**src/logic/stream_pkg.sv**
```systemverilog
package stream_pkg;

  // Input beat width.
  localparam int byte_width = 8;

  // Bytes per packed output word.
  localparam int word_bytes = 4;

  // Output word width.
  localparam int word_width = byte_width * word_bytes;

  // Peer sources sharing the merged bus.
  localparam int num_sources = 2;

  // Lane counter inside the upsizer.
  localparam int count_width = $clog2(word_bytes);

endpackage

```
**src/logic/stream_upsizer.sv**
```systemverilog
`timescale 1ns/1ps

module stream_upsizer (
  input  logic                                 clk,
  input  logic                                 rst,
  input  logic [stream_pkg::byte_width-1:0]    in_data,
  input  logic                                 in_valid,
  output logic                                 in_ready,
  input  logic                                 in_last,
  input  logic                                 in_user,
  output logic [stream_pkg::word_width-1:0]    out_data,
  output logic [stream_pkg::word_bytes-1:0]    out_keep,
  output logic                                 out_valid,
  input  logic                                 out_ready,
  output logic                                 out_last,
  output logic                                 out_user
);

  logic [stream_pkg::count_width-1:0] count;
  logic                               in_fire;
  logic                               lane_full;
  logic                               word_done;

  assign in_fire   = in_valid & in_ready;
  assign lane_full = (int'(count) == stream_pkg::word_bytes - 1);

  // Word closes on the top lane or on the packet end.
  assign word_done = in_fire & (in_last | lane_full);

  always_ff @(posedge clk) begin
    if (rst) begin
      count     <= '0;
      out_valid <= 1'b0;
      in_ready  <= 1'b0;
    end else begin
      if (in_fire) begin
        if (word_done) begin
          count <= '0;
        end else begin
          count <= count + 1'b1;
        end
      end

      if (word_done) begin
        out_valid <= 1'b1;
      end else if (out_ready) begin
        out_valid <= 1'b0;
      end

      // Input stalls while a finished word waits downstream.
      if (out_valid) begin
        in_ready <= out_ready;
      end else begin
        in_ready <= !word_done;
      end
    end
  end

  // Lane steering.
  always_ff @(posedge clk) begin
    if (in_fire) begin
      if (count == '0) begin
        out_data <= '0;
        out_keep <= '0;
      end
      for (int i = 0; i < stream_pkg::word_bytes; i++) begin
        if (int'(count) == i) begin
          out_data[i*stream_pkg::byte_width +: stream_pkg::byte_width] <= in_data;
          out_keep[i] <= 1'b1;
        end
      end
      if (word_done) begin
        out_last <= in_last;
        // tuser only counts on the closing beat of a packet.
        out_user <= in_last & in_user;
      end
    end
  end

  // Lanes fill from zero upward, so keep is a low run of ones.
  keep_contiguous: assert property (
    @(posedge clk) disable iff (rst)
    out_valid |-> (out_keep != '0) && ((out_keep & (out_keep + 1'b1)) == '0)
  );

  // A waiting word holds until taken.
  word_held: assert property (
    @(posedge clk) disable iff (rst)
    out_valid && !out_ready |=> out_valid && $stable(out_data) && $stable(out_keep)
  );

endmodule

```
**src/logic/packet_arbiter.sv**
```systemverilog
`timescale 1ns/1ps

module packet_arbiter (
  input  logic                                        clk,
  input  logic                                        rst,
  input  logic [stream_pkg::word_width-1:0]           s0_data,
  input  logic [stream_pkg::word_bytes-1:0]           s0_keep,
  input  logic                                        s0_valid,
  output logic                                        s0_ready,
  input  logic                                        s0_last,
  input  logic                                        s0_user,
  input  logic [stream_pkg::word_width-1:0]           s1_data,
  input  logic [stream_pkg::word_bytes-1:0]           s1_keep,
  input  logic                                        s1_valid,
  output logic                                        s1_ready,
  input  logic                                        s1_last,
  input  logic                                        s1_user,
  output logic [stream_pkg::word_width-1:0]           m_data,
  output logic [stream_pkg::word_bytes-1:0]           m_keep,
  output logic                                        m_valid,
  input  logic                                        m_ready,
  output logic                                        m_last,
  output logic                                        m_user,
  output logic [$clog2(stream_pkg::num_sources)-1:0]  m_src
);

  logic [$clog2(stream_pkg::num_sources)-1:0] grant;
  logic                                       in_pkt;
  logic                                       other_valid;
  logic                                       last_fire;

  // Shared bus mux.
  assign m_data  = grant[0] ? s1_data  : s0_data;
  assign m_keep  = grant[0] ? s1_keep  : s0_keep;
  assign m_valid = grant[0] ? s1_valid : s0_valid;
  assign m_last  = grant[0] ? s1_last  : s0_last;
  assign m_user  = grant[0] ? s1_user  : s0_user;
  assign m_src   = grant;

  // Only the granted source sees ready.
  assign s0_ready = m_ready & ~grant[0];
  assign s1_ready = m_ready & grant[0];

  assign other_valid = grant[0] ? s0_valid : s1_valid;
  assign last_fire   = m_valid & m_ready & m_last;

  always_ff @(posedge clk) begin
    if (rst) begin
      grant  <= '0;
      in_pkt <= 1'b0;
    end else if (last_fire) begin
      in_pkt <= 1'b0;
      if (other_valid) begin
        grant <= ~grant;
      end
    end else if (m_valid) begin
      // Locked once a word is on the bus.
      in_pkt <= 1'b1;
    end else if (!in_pkt && other_valid) begin
      // Hand over from an idle grant holder.
      grant <= ~grant;
    end
  end

  grant_held_in_packet: assert property (
    @(posedge clk) disable iff (rst)
    in_pkt && !last_fire |=> $stable(grant)
  );

endmodule

```
**src/logic/output_skid.sv**
```systemverilog
`timescale 1ns/1ps

module output_skid (
  input  logic                                        clk,
  input  logic                                        rst,
  input  logic [stream_pkg::word_width-1:0]           in_data,
  input  logic [stream_pkg::word_bytes-1:0]           in_keep,
  input  logic                                        in_valid,
  output logic                                        in_ready,
  input  logic                                        in_last,
  input  logic                                        in_user,
  input  logic [$clog2(stream_pkg::num_sources)-1:0]  in_src,
  output logic [stream_pkg::word_width-1:0]           out_data,
  output logic [stream_pkg::word_bytes-1:0]           out_keep,
  output logic                                        out_valid,
  input  logic                                        out_ready,
  output logic                                        out_last,
  output logic                                        out_user,
  output logic [$clog2(stream_pkg::num_sources)-1:0]  out_src
);

  logic [stream_pkg::word_width-1:0]          spare_data;
  logic [stream_pkg::word_bytes-1:0]          spare_keep;
  logic                                       spare_valid;
  logic                                       spare_last;
  logic                                       spare_user;
  logic [$clog2(stream_pkg::num_sources)-1:0] spare_src;
  logic                                       ready_early;
  logic                                       load_main;

  // Ready drops only once both registers could be full.
  assign ready_early = out_ready | (~spare_valid & (~out_valid | ~in_valid));
  assign load_main   = out_ready | ~out_valid;

  always_ff @(posedge clk) begin
    if (rst) begin
      out_valid   <= 1'b0;
      spare_valid <= 1'b0;
      in_ready    <= 1'b0;
    end else begin
      in_ready <= ready_early;
      if (in_ready) begin
        if (load_main) begin
          out_valid <= in_valid;
        end else begin
          spare_valid <= in_valid;
        end
      end else if (out_ready) begin
        out_valid   <= spare_valid;
        spare_valid <= 1'b0;
      end
    end
  end

  always_ff @(posedge clk) begin
    if (in_ready) begin
      if (load_main) begin
        {out_data, out_keep, out_last, out_user, out_src} <=
          {in_data, in_keep, in_last, in_user, in_src};
      end else begin
        {spare_data, spare_keep, spare_last, spare_user, spare_src} <=
          {in_data, in_keep, in_last, in_user, in_src};
      end
    end else if (out_ready) begin
      {out_data, out_keep, out_last, out_user, out_src} <=
        {spare_data, spare_keep, spare_last, spare_user, spare_src};
    end
  end

  out_stable: assert property (
    @(posedge clk) disable iff (rst)
    out_valid && !out_ready |=> out_valid && $stable(out_data)
  );

endmodule

```
**src/logic/dual_stream_merge.sv**
```systemverilog
`timescale 1ns/1ps

module dual_stream_merge (
  input  logic                                        clk,
  input  logic                                        rst,
  input  logic [stream_pkg::byte_width-1:0]           src0_data,
  input  logic                                        src0_valid,
  output logic                                        src0_ready,
  input  logic                                        src0_last,
  input  logic                                        src0_user,
  input  logic [stream_pkg::byte_width-1:0]           src1_data,
  input  logic                                        src1_valid,
  output logic                                        src1_ready,
  input  logic                                        src1_last,
  input  logic                                        src1_user,
  output logic [stream_pkg::word_width-1:0]           out_data,
  output logic [stream_pkg::word_bytes-1:0]           out_keep,
  output logic                                        out_valid,
  input  logic                                        out_ready,
  output logic                                        out_last,
  output logic                                        out_user,
  output logic [$clog2(stream_pkg::num_sources)-1:0]  out_src
);

  // Upsized word streams.
  logic [stream_pkg::word_width-1:0]          up0_data;
  logic [stream_pkg::word_bytes-1:0]          up0_keep;
  logic                                       up0_valid;
  logic                                       up0_ready;
  logic                                       up0_last;
  logic                                       up0_user;
  logic [stream_pkg::word_width-1:0]          up1_data;
  logic [stream_pkg::word_bytes-1:0]          up1_keep;
  logic                                       up1_valid;
  logic                                       up1_ready;
  logic                                       up1_last;
  logic                                       up1_user;

  // Arbitrated stream into the output stage.
  logic [stream_pkg::word_width-1:0]          arb_data;
  logic [stream_pkg::word_bytes-1:0]          arb_keep;
  logic                                       arb_valid;
  logic                                       arb_ready;
  logic                                       arb_last;
  logic                                       arb_user;
  logic [$clog2(stream_pkg::num_sources)-1:0] arb_src;

  stream_upsizer upsizer0_i (
    .clk       (clk),
    .rst       (rst),
    .in_data   (src0_data),
    .in_valid  (src0_valid),
    .in_ready  (src0_ready),
    .in_last   (src0_last),
    .in_user   (src0_user),
    .out_data  (up0_data),
    .out_keep  (up0_keep),
    .out_valid (up0_valid),
    .out_ready (up0_ready),
    .out_last  (up0_last),
    .out_user  (up0_user)
  );

  stream_upsizer upsizer1_i (
    .clk       (clk),
    .rst       (rst),
    .in_data   (src1_data),
    .in_valid  (src1_valid),
    .in_ready  (src1_ready),
    .in_last   (src1_last),
    .in_user   (src1_user),
    .out_data  (up1_data),
    .out_keep  (up1_keep),
    .out_valid (up1_valid),
    .out_ready (up1_ready),
    .out_last  (up1_last),
    .out_user  (up1_user)
  );

  packet_arbiter packet_arbiter_i (
    .clk      (clk),
    .rst      (rst),
    .s0_data  (up0_data),
    .s0_keep  (up0_keep),
    .s0_valid (up0_valid),
    .s0_ready (up0_ready),
    .s0_last  (up0_last),
    .s0_user  (up0_user),
    .s1_data  (up1_data),
    .s1_keep  (up1_keep),
    .s1_valid (up1_valid),
    .s1_ready (up1_ready),
    .s1_last  (up1_last),
    .s1_user  (up1_user),
    .m_data   (arb_data),
    .m_keep   (arb_keep),
    .m_valid  (arb_valid),
    .m_ready  (arb_ready),
    .m_last   (arb_last),
    .m_user   (arb_user),
    .m_src    (arb_src)
  );

  output_skid output_skid_i (
    .clk       (clk),
    .rst       (rst),
    .in_data   (arb_data),
    .in_keep   (arb_keep),
    .in_valid  (arb_valid),
    .in_ready  (arb_ready),
    .in_last   (arb_last),
    .in_user   (arb_user),
    .in_src    (arb_src),
    .out_data  (out_data),
    .out_keep  (out_keep),
    .out_valid (out_valid),
    .out_ready (out_ready),
    .out_last  (out_last),
    .out_user  (out_user),
    .out_src   (out_src)
  );

endmodule

```
**config.mk**
```make
export PLATFORM = sky130hd
export DESIGN_NAME = dual_stream_merge
export DESIGN_NICKNAME = d
export VERILOG_FILES = /design/src/logic/stream_pkg.sv /design/src/logic/stream_upsizer.sv /design/src/logic/packet_arbiter.sv /design/src/logic/output_skid.sv /design/src/logic/dual_stream_merge.sv
export SDC_FILE = /design/constraint.sdc
export NUM_CORES = 1
export LEC_CHECK = 0
export BUFFER_PORTS_ARGS = -buffer_cell sky130_fd_sc_hd__buf_2
export CAP_MARGIN = 20
export CORE_ASPECT_RATIO = 1.1
export CORE_MARGIN = 2
export CORE_UTILIZATION = 35
export DETAILED_ROUTE_END_ITERATION = 7
export PLACE_DENSITY_LB_ADDON = 0.1
export REMOVE_ABC_BUFFERS = 1
export SYNTH_ARGS = -nofsm -noshare
export SYNTH_HDL_FRONTEND = slang
export SYNTH_HIERARCHICAL = 1
export SYNTH_SLANG_ARGS = --single-unit
```
**constraint.sdc**
```tcl
create_clock -name clk -period 3.9 [get_ports clk]
set_input_delay 0.78 -clock clk [delete_from_list [all_inputs] [get_ports clk]]
set_output_delay 0.78 -clock clk [all_outputs]
set_load 0.01 [all_outputs]
```
Word-level counts from Yosys, hierarchy flattened
Index checks and enable logic that the tools add are counted.
- add/subtract/negate cells: 2
- $mul: 0
- div/mod/pow operators: 0
- magnitude comparators: 0
- eq/ne operators: 10
- shift-type cells: 0
- muxes and demuxes: 51
- bitwise logic cells: 21
- reduce and logical (&&, ||, !) cells: 35
- operators by type and width (operator ; number):
    32-bit 2-to-1 mux ; 6
    8-bit 2-to-1 mux ; 8
    1-bit 2-to-1 mux ; 29
    2-bit AND reduction ; 13
    4-bit 2-to-1 mux ; 6
    2-bit nonzero test ; 12
    1-bit bitwise AND ; 11
    2-bit == test (second input constant) ; 4
    2-bit zero test ; 4
    2-bit inequality test (second input constant) ; 3
    1-bit inverter ; 5
    1-bit OR ; 5
    2-bit by 1-bit adder with 2-bit output (second input constant) ; 2
    2-bit by 1-bit == test with 1-bit output (second input constant) ; 2
    2-bit 2-to-1 mux ; 2
    1-bit zero test ; 3
    3-bit AND reduction ; 1
    2-bit by 1-bit inequality test with 1-bit output (second input constant) ; 1
    2-bit OR reduction ; 1
    1-bit logical AND ; 1
- flip-flop bits (word level): 167
- bits in latches: 0
- bits in writable memories: 0
- memory bits (read-only): 0
- input port bits: 25
- output and inout bits: 42
- logic and storage cells: 160
- memories: 0

Depth between registers and ports, before layout
- word-level depth: 5
- depth in mapped cells: 5
- mapped depth without buffers: 4

Modules after synthesis
Netlist, hierarchy kept.
- modules (own cells, without submodules) (module ; instances ; cells an instance ; area an instance (sq um) ; seq. area each (sq um)):
    stream_upsizer ; 2 ; 102 ; 1622.8 ; 1221.2
    output_skid ; 1 ; 140 ; 3166.8 ; 2402.3
    packet_arbiter ; 1 ; 61 ; 606.8 ; 40.0

Worst setup path after synthesis
OpenSTA, ideal clock, no wires.
- path type: input to register
- start point: in out_ready
- end point: reg output_skid_i/spare_data[0] in the netlist's numbering, enable pin
- setup time: 435 ps
- arrival: 2428 ps
- data required time: 3465 ps
- setup slack: 1037 ps
- stages: 1
- buffers on the path: 0
- path through: nor2_1
- word-level cells in the longest chain between the ends: 3
- ends and longest elaborated chain (item ; line ; RTL):
    start, declared ; dual_stream_merge.sv:19 ; input logic out_ready,
    1-bit OR ; output_skid.sv:33 ; assign load_main = out_ready | ~out_valid;
    1-bit inverter (no source line) ; -- ;
    2-bit AND reduction (no source line) ; -- ;
    end signal, assigned ; output_skid.sv:61 ; {spare_data, spare_keep, spare_last, spare_user, spare_src} <=
    end, declared ; output_skid.sv:22 ; logic [stream_pkg::word_width-1:0] spare_data;
No other way between the ends.
A chain may end at the register's enable or synchronous reset.

Worst setup path in the final report
- start point: reg upsizer1_i/count[0] in the netlist's numbering
- end point: reg upsizer1_i/out_data[22] in the netlist's numbering, enable pin
- word-level cells in the longest chain between the ends: 3
- elaborated cells on any way between the ends: 4
- classes of those cells: eq/ne: 1; reduce/logical: 3
- ends and longest elaborated chain (item ; line ; RTL):
    start, declared ; stream_upsizer.sv:19 ; logic [stream_pkg::count_width-1:0] count;
    start signal, assigned ; stream_upsizer.sv:40 ; count <= count + 1'b1;
    2-bit == test / 2-bit zero test (equally long branches) ; stream_upsizer.sv:67, stream_upsizer.sv:62 ;
    2-bit nonzero test (no source line) (*) ; -- ;
    2-bit AND reduction (no source line) (*) ; -- ;
    end signal, assigned by index ; stream_upsizer.sv:68 ; out_data[i*stream_pkg::byte_width +: stream_pkg::byte_width] <= in_data;
    end, declared ; stream_upsizer.sv:11 ; output logic [stream_pkg::word_width-1:0] out_data,
Mark *: on every way between the ends. The rest lies on a longest branch, timed or not.

==> impl_metrics.py <==
metrics = {
    "place": {
        "post-place-ws_ns": 1.70,
        "port_buffers": 66,
        "gp_congestion": 0.707,
        "placed_cell_area_mm2": 0.00757,
        "dpl.hpwl_um": 8750,
    },
    "setup_path": {
        "cpMaxStageDelayCell": "nor2_1",
        "critPathKind": "flop to flop",
        "cpLargestDelayFamily": "simple AND/OR/NAND/NOR gates",
        "max_stage_delay_ns": 0.76,
        "path_buf_inv": 1,
        "cp_max_fo": 12,
        "cp.arrival_ns": 2.14,
        "end_kind": "flop",
        "crit_chain": "inv_1, ha_1, nor2_1, nor2_1",
        "crit_path_start_kind": "flop",
        "critPathRequiredTime_ns": 3.94,
        "cpMostUsedCell": "nor2_1",
    },
    "cts": {
        "htreeDepth": 4,
        "clk_latency_ns": 0.41,
        "cts_sinks": 167,
        "numCtsBuffers": 17,
        "clk_root_buffer_cell": "clkbuf_16",
        "post_cts_buffers": 0,
        "clk_pin_slew_ns": 0.06,
        "tritoncts": "yes",
        "clockBufferDepth": 2,
        "hold_buffers": 0,
        "postCtsResizedCells": 0,
    },
    "synthesis": {
        "synth_seq_area_share": 0.696,
        "yosys-top-cells-area": "edfxtp_1 66%, mux2_4 7.5%, mux2_2 6.9%",
        "ys_seq_elements": 167,
        "synth_top_area_cell": "edfxtp_1",
        "yosysUniqueCellTypes": 37,
        "syn_inst": 405,
        "syn-cell-area_mm2": 0.00702,
        "yosysWarnings": 6,
        "avgSynthCellArea_um2": 17.3,
        "synth_top_area_share": 0.659,
    },
    "global_route": {
        "grtUsageMet1": 0.165,
        "grt_pass1_vias": 3570,
        "grt-busiest-layer": "met2",
        "use_met3": 0.0358,
        "grt_pass1_wl_um": 21100,
        "use_met2": 0.225,
        "antenna_found_initial": 0,
        "grt_remaining_overflow": 0,
        "globalRouteTotalUtil": 0.133,
        "grt_max_degree": 49,
    },
    "layout": {
        "final_common_cell": "edfxtp_1",
        "fin_area_mm2": 0.00811,
        "area_growth_pct": 15.6,
        "final_layout_size_suffix_gt1_frac": 0.397,
        "antenna_cells": 0,
        "final_cell_mix": "154 x edfxtp_1, 66 x buf_2, 53 x and2_1",
        "n_fill_cell": 1840,
        "nets": 514,
    },
    "route": {
        "antenna_left": 0,
        "vias": 3442,
        "first_pass_iters": 4,
        "vias_per_cell": 4.61,
        "drt_iter0_drc": 199,
        "drt_wl_total_um": 13500,
        "drc": 0,
        "wl_per_cell_um": 18.1,
    },
    "floorplanning": {
        "die_x_um": 139,
        "start_util": 0.356,
        "io-pin-count": 67,
        "rows": 54,
        "core_mm2": 0.0197,
        "die_y_um": 153,
        "die_area_mm2": 0.0212,
    },
    "timing": {
        "drv_slew": 0,
        "finalSetupViolCount": 0,
        "clock_skew_ns": 0.00702,
        "fmaxAchievable_mhz": 474,
        "timing.final.ws_setup_ns": 1.79,
        "tightest_slew_ns": 0.998,
        "max_slew_margin": 0.335,
        "hold_viol": 0,
        "post-route-period-util": 0.541,
        "fin_crit_ns": 2.11,
        "hold_slack_ns": 0.515,
        "rsz0062_at_grt": "no",
    },
    "power": {
        "p_int_mw": 3.04,
        "total_power_mw": 3.89,
        "pwr-share-comb": 0.078,
        "swShare": 0.218,
        "p_leak_nw": 3.04,
        "seq_power_share": 0.534,
        "powerDensity_mw_per_mm2": 480,
        "p_sw_mw": 0.847,
        "vdd_drop_max_v": 0.000294,
        "clkPwrFrac": 0.388,
    },
    "status": {
        "status": "completed",
    },
    "worst_hold_path": {
        "holdCritPathClass": "flop to flop",
    },
    "run": {
        "max_cap_violations": 0,
    },
}
==> sequential cells by signal, summed over array words and instances, names as in the netlist, 4 cells and up <==
signal                    flops
upsizer0_i/out_keep           4
output_skid_i/out_data       32
upsizer1_i/out_data          32
output_skid_i/spare_keep      4
output_skid_i/spare_data     32
upsizer1_i/out_keep           4
upsizer0_i/out_data          32
output_skid_i/out_keep        4
==> per-stage QoR <==
stage,utilization,setup TNS [ns],cells
after floorplan,-,-6.16,393
after global placement,0.383,0,712
after detailed placement,0.384,0,713
after CTS,0.410,0,745
after global routing,0.411,0,746
final,0.411,0,746
==> power groups by stage <==
stage | combinational [mW] | sequential [mW] | clock (mW)
finish | 0.303 | 2.08 | 1.51
global route | 0.332 | 2.09 | 1.64
CTS | 0.298 | 2.09 | 1.55
detailed placement | 0.297 | 2.13 | 0
global placement | 0.292 | 2.13 | 0
floorplan | 0.155 | 2.15 | 0
==> logic make-up after synthesis <==
family	synth area share
simple gates	0.0977
buf+inv	0.0244
mux	0.144
compound gates	0.0239
flops	0.696
fa+ha+maj	0.0143
==> path summary, 6_finish.rpt <==
kind	to	slack [ns]	cells past startpoint	from
worst max register to register	upsizer1_i/out_data[22]$_SDFFCE_PP0P_	1.79	4	upsizer1_i/count[0]$_SDFFE_PP0P_
worst max-delay path	upsizer1_i/out_data[22]$_SDFFCE_PP0P_	1.79	4	upsizer1_i/count[0]$_SDFFE_PP0P_
worst min register to register	output_skid_i/spare_valid$_SDFFE_PP0P_	0.52	2	output_skid_i/spare_valid$_SDFFE_PP0P_
worst min-delay path	output_skid_i/spare_valid$_SDFFE_PP0P_	0.52	2	output_skid_i/spare_valid$_SDFFE_PP0P_
==> worst min-delay path, cell delays in order (launching register included) <==
cell and delay [ns]:
dfxtp_1 0.34, nand2_4 0.07, o32ai_2 0.06
==> synth_stat cells (all sizes together) <==
master / n
edfxtp: 154
mux2: 78
and2: 69
nor2: 14
dfxtp: 13
inv: 11
buf: 10
ha: 8
nand2: 6
a21oi: 5
nand2b: 4
nor2b: 3
o32ai: 3
or2: 3
and3: 2
clkbuf: 2
nand3: 2
nand4b: 2
nand4bb: 2
o211a: 2
o211ai: 2
o22ai: 2
a21o: 1
a221oi: 1
a31oi: 1
nand3b: 1
o2111ai: 1
o21ai: 1
o311ai: 1
or3: 1
==> per-layer routing <==
metal | share of wire | vias to the layer above | wire length, um
li1 | - | 1658 | -
met5 | 0 | - | 0
met4 | 0.012 | 0 | 159
met1 | 0.43 | 1714 | 5850
met2 | 0.52 | 57 | 7010
met3 | 0.035 | 13 | 474
==> area by class of cell <==
| class | instances | area (um^2) | share of cell area |
|---|---|---|---|
| clock buffers | 18 | 429 | 0.0529 |
| clock inverters | 14 | 91.3 | 0.0113 |
| inverters | 11 | 41.3 | 0.00509 |
| multi-input cells | 215 | 1970 | 0.243 |
| flip-flops and latches | 167 | 4890 | 0.602 |
| well taps | 252 | 315 | 0.0389 |
| repair buffers | 69 | 378 | 0.0466 |
No activity file was read; power rests on OpenSTA's default activity.
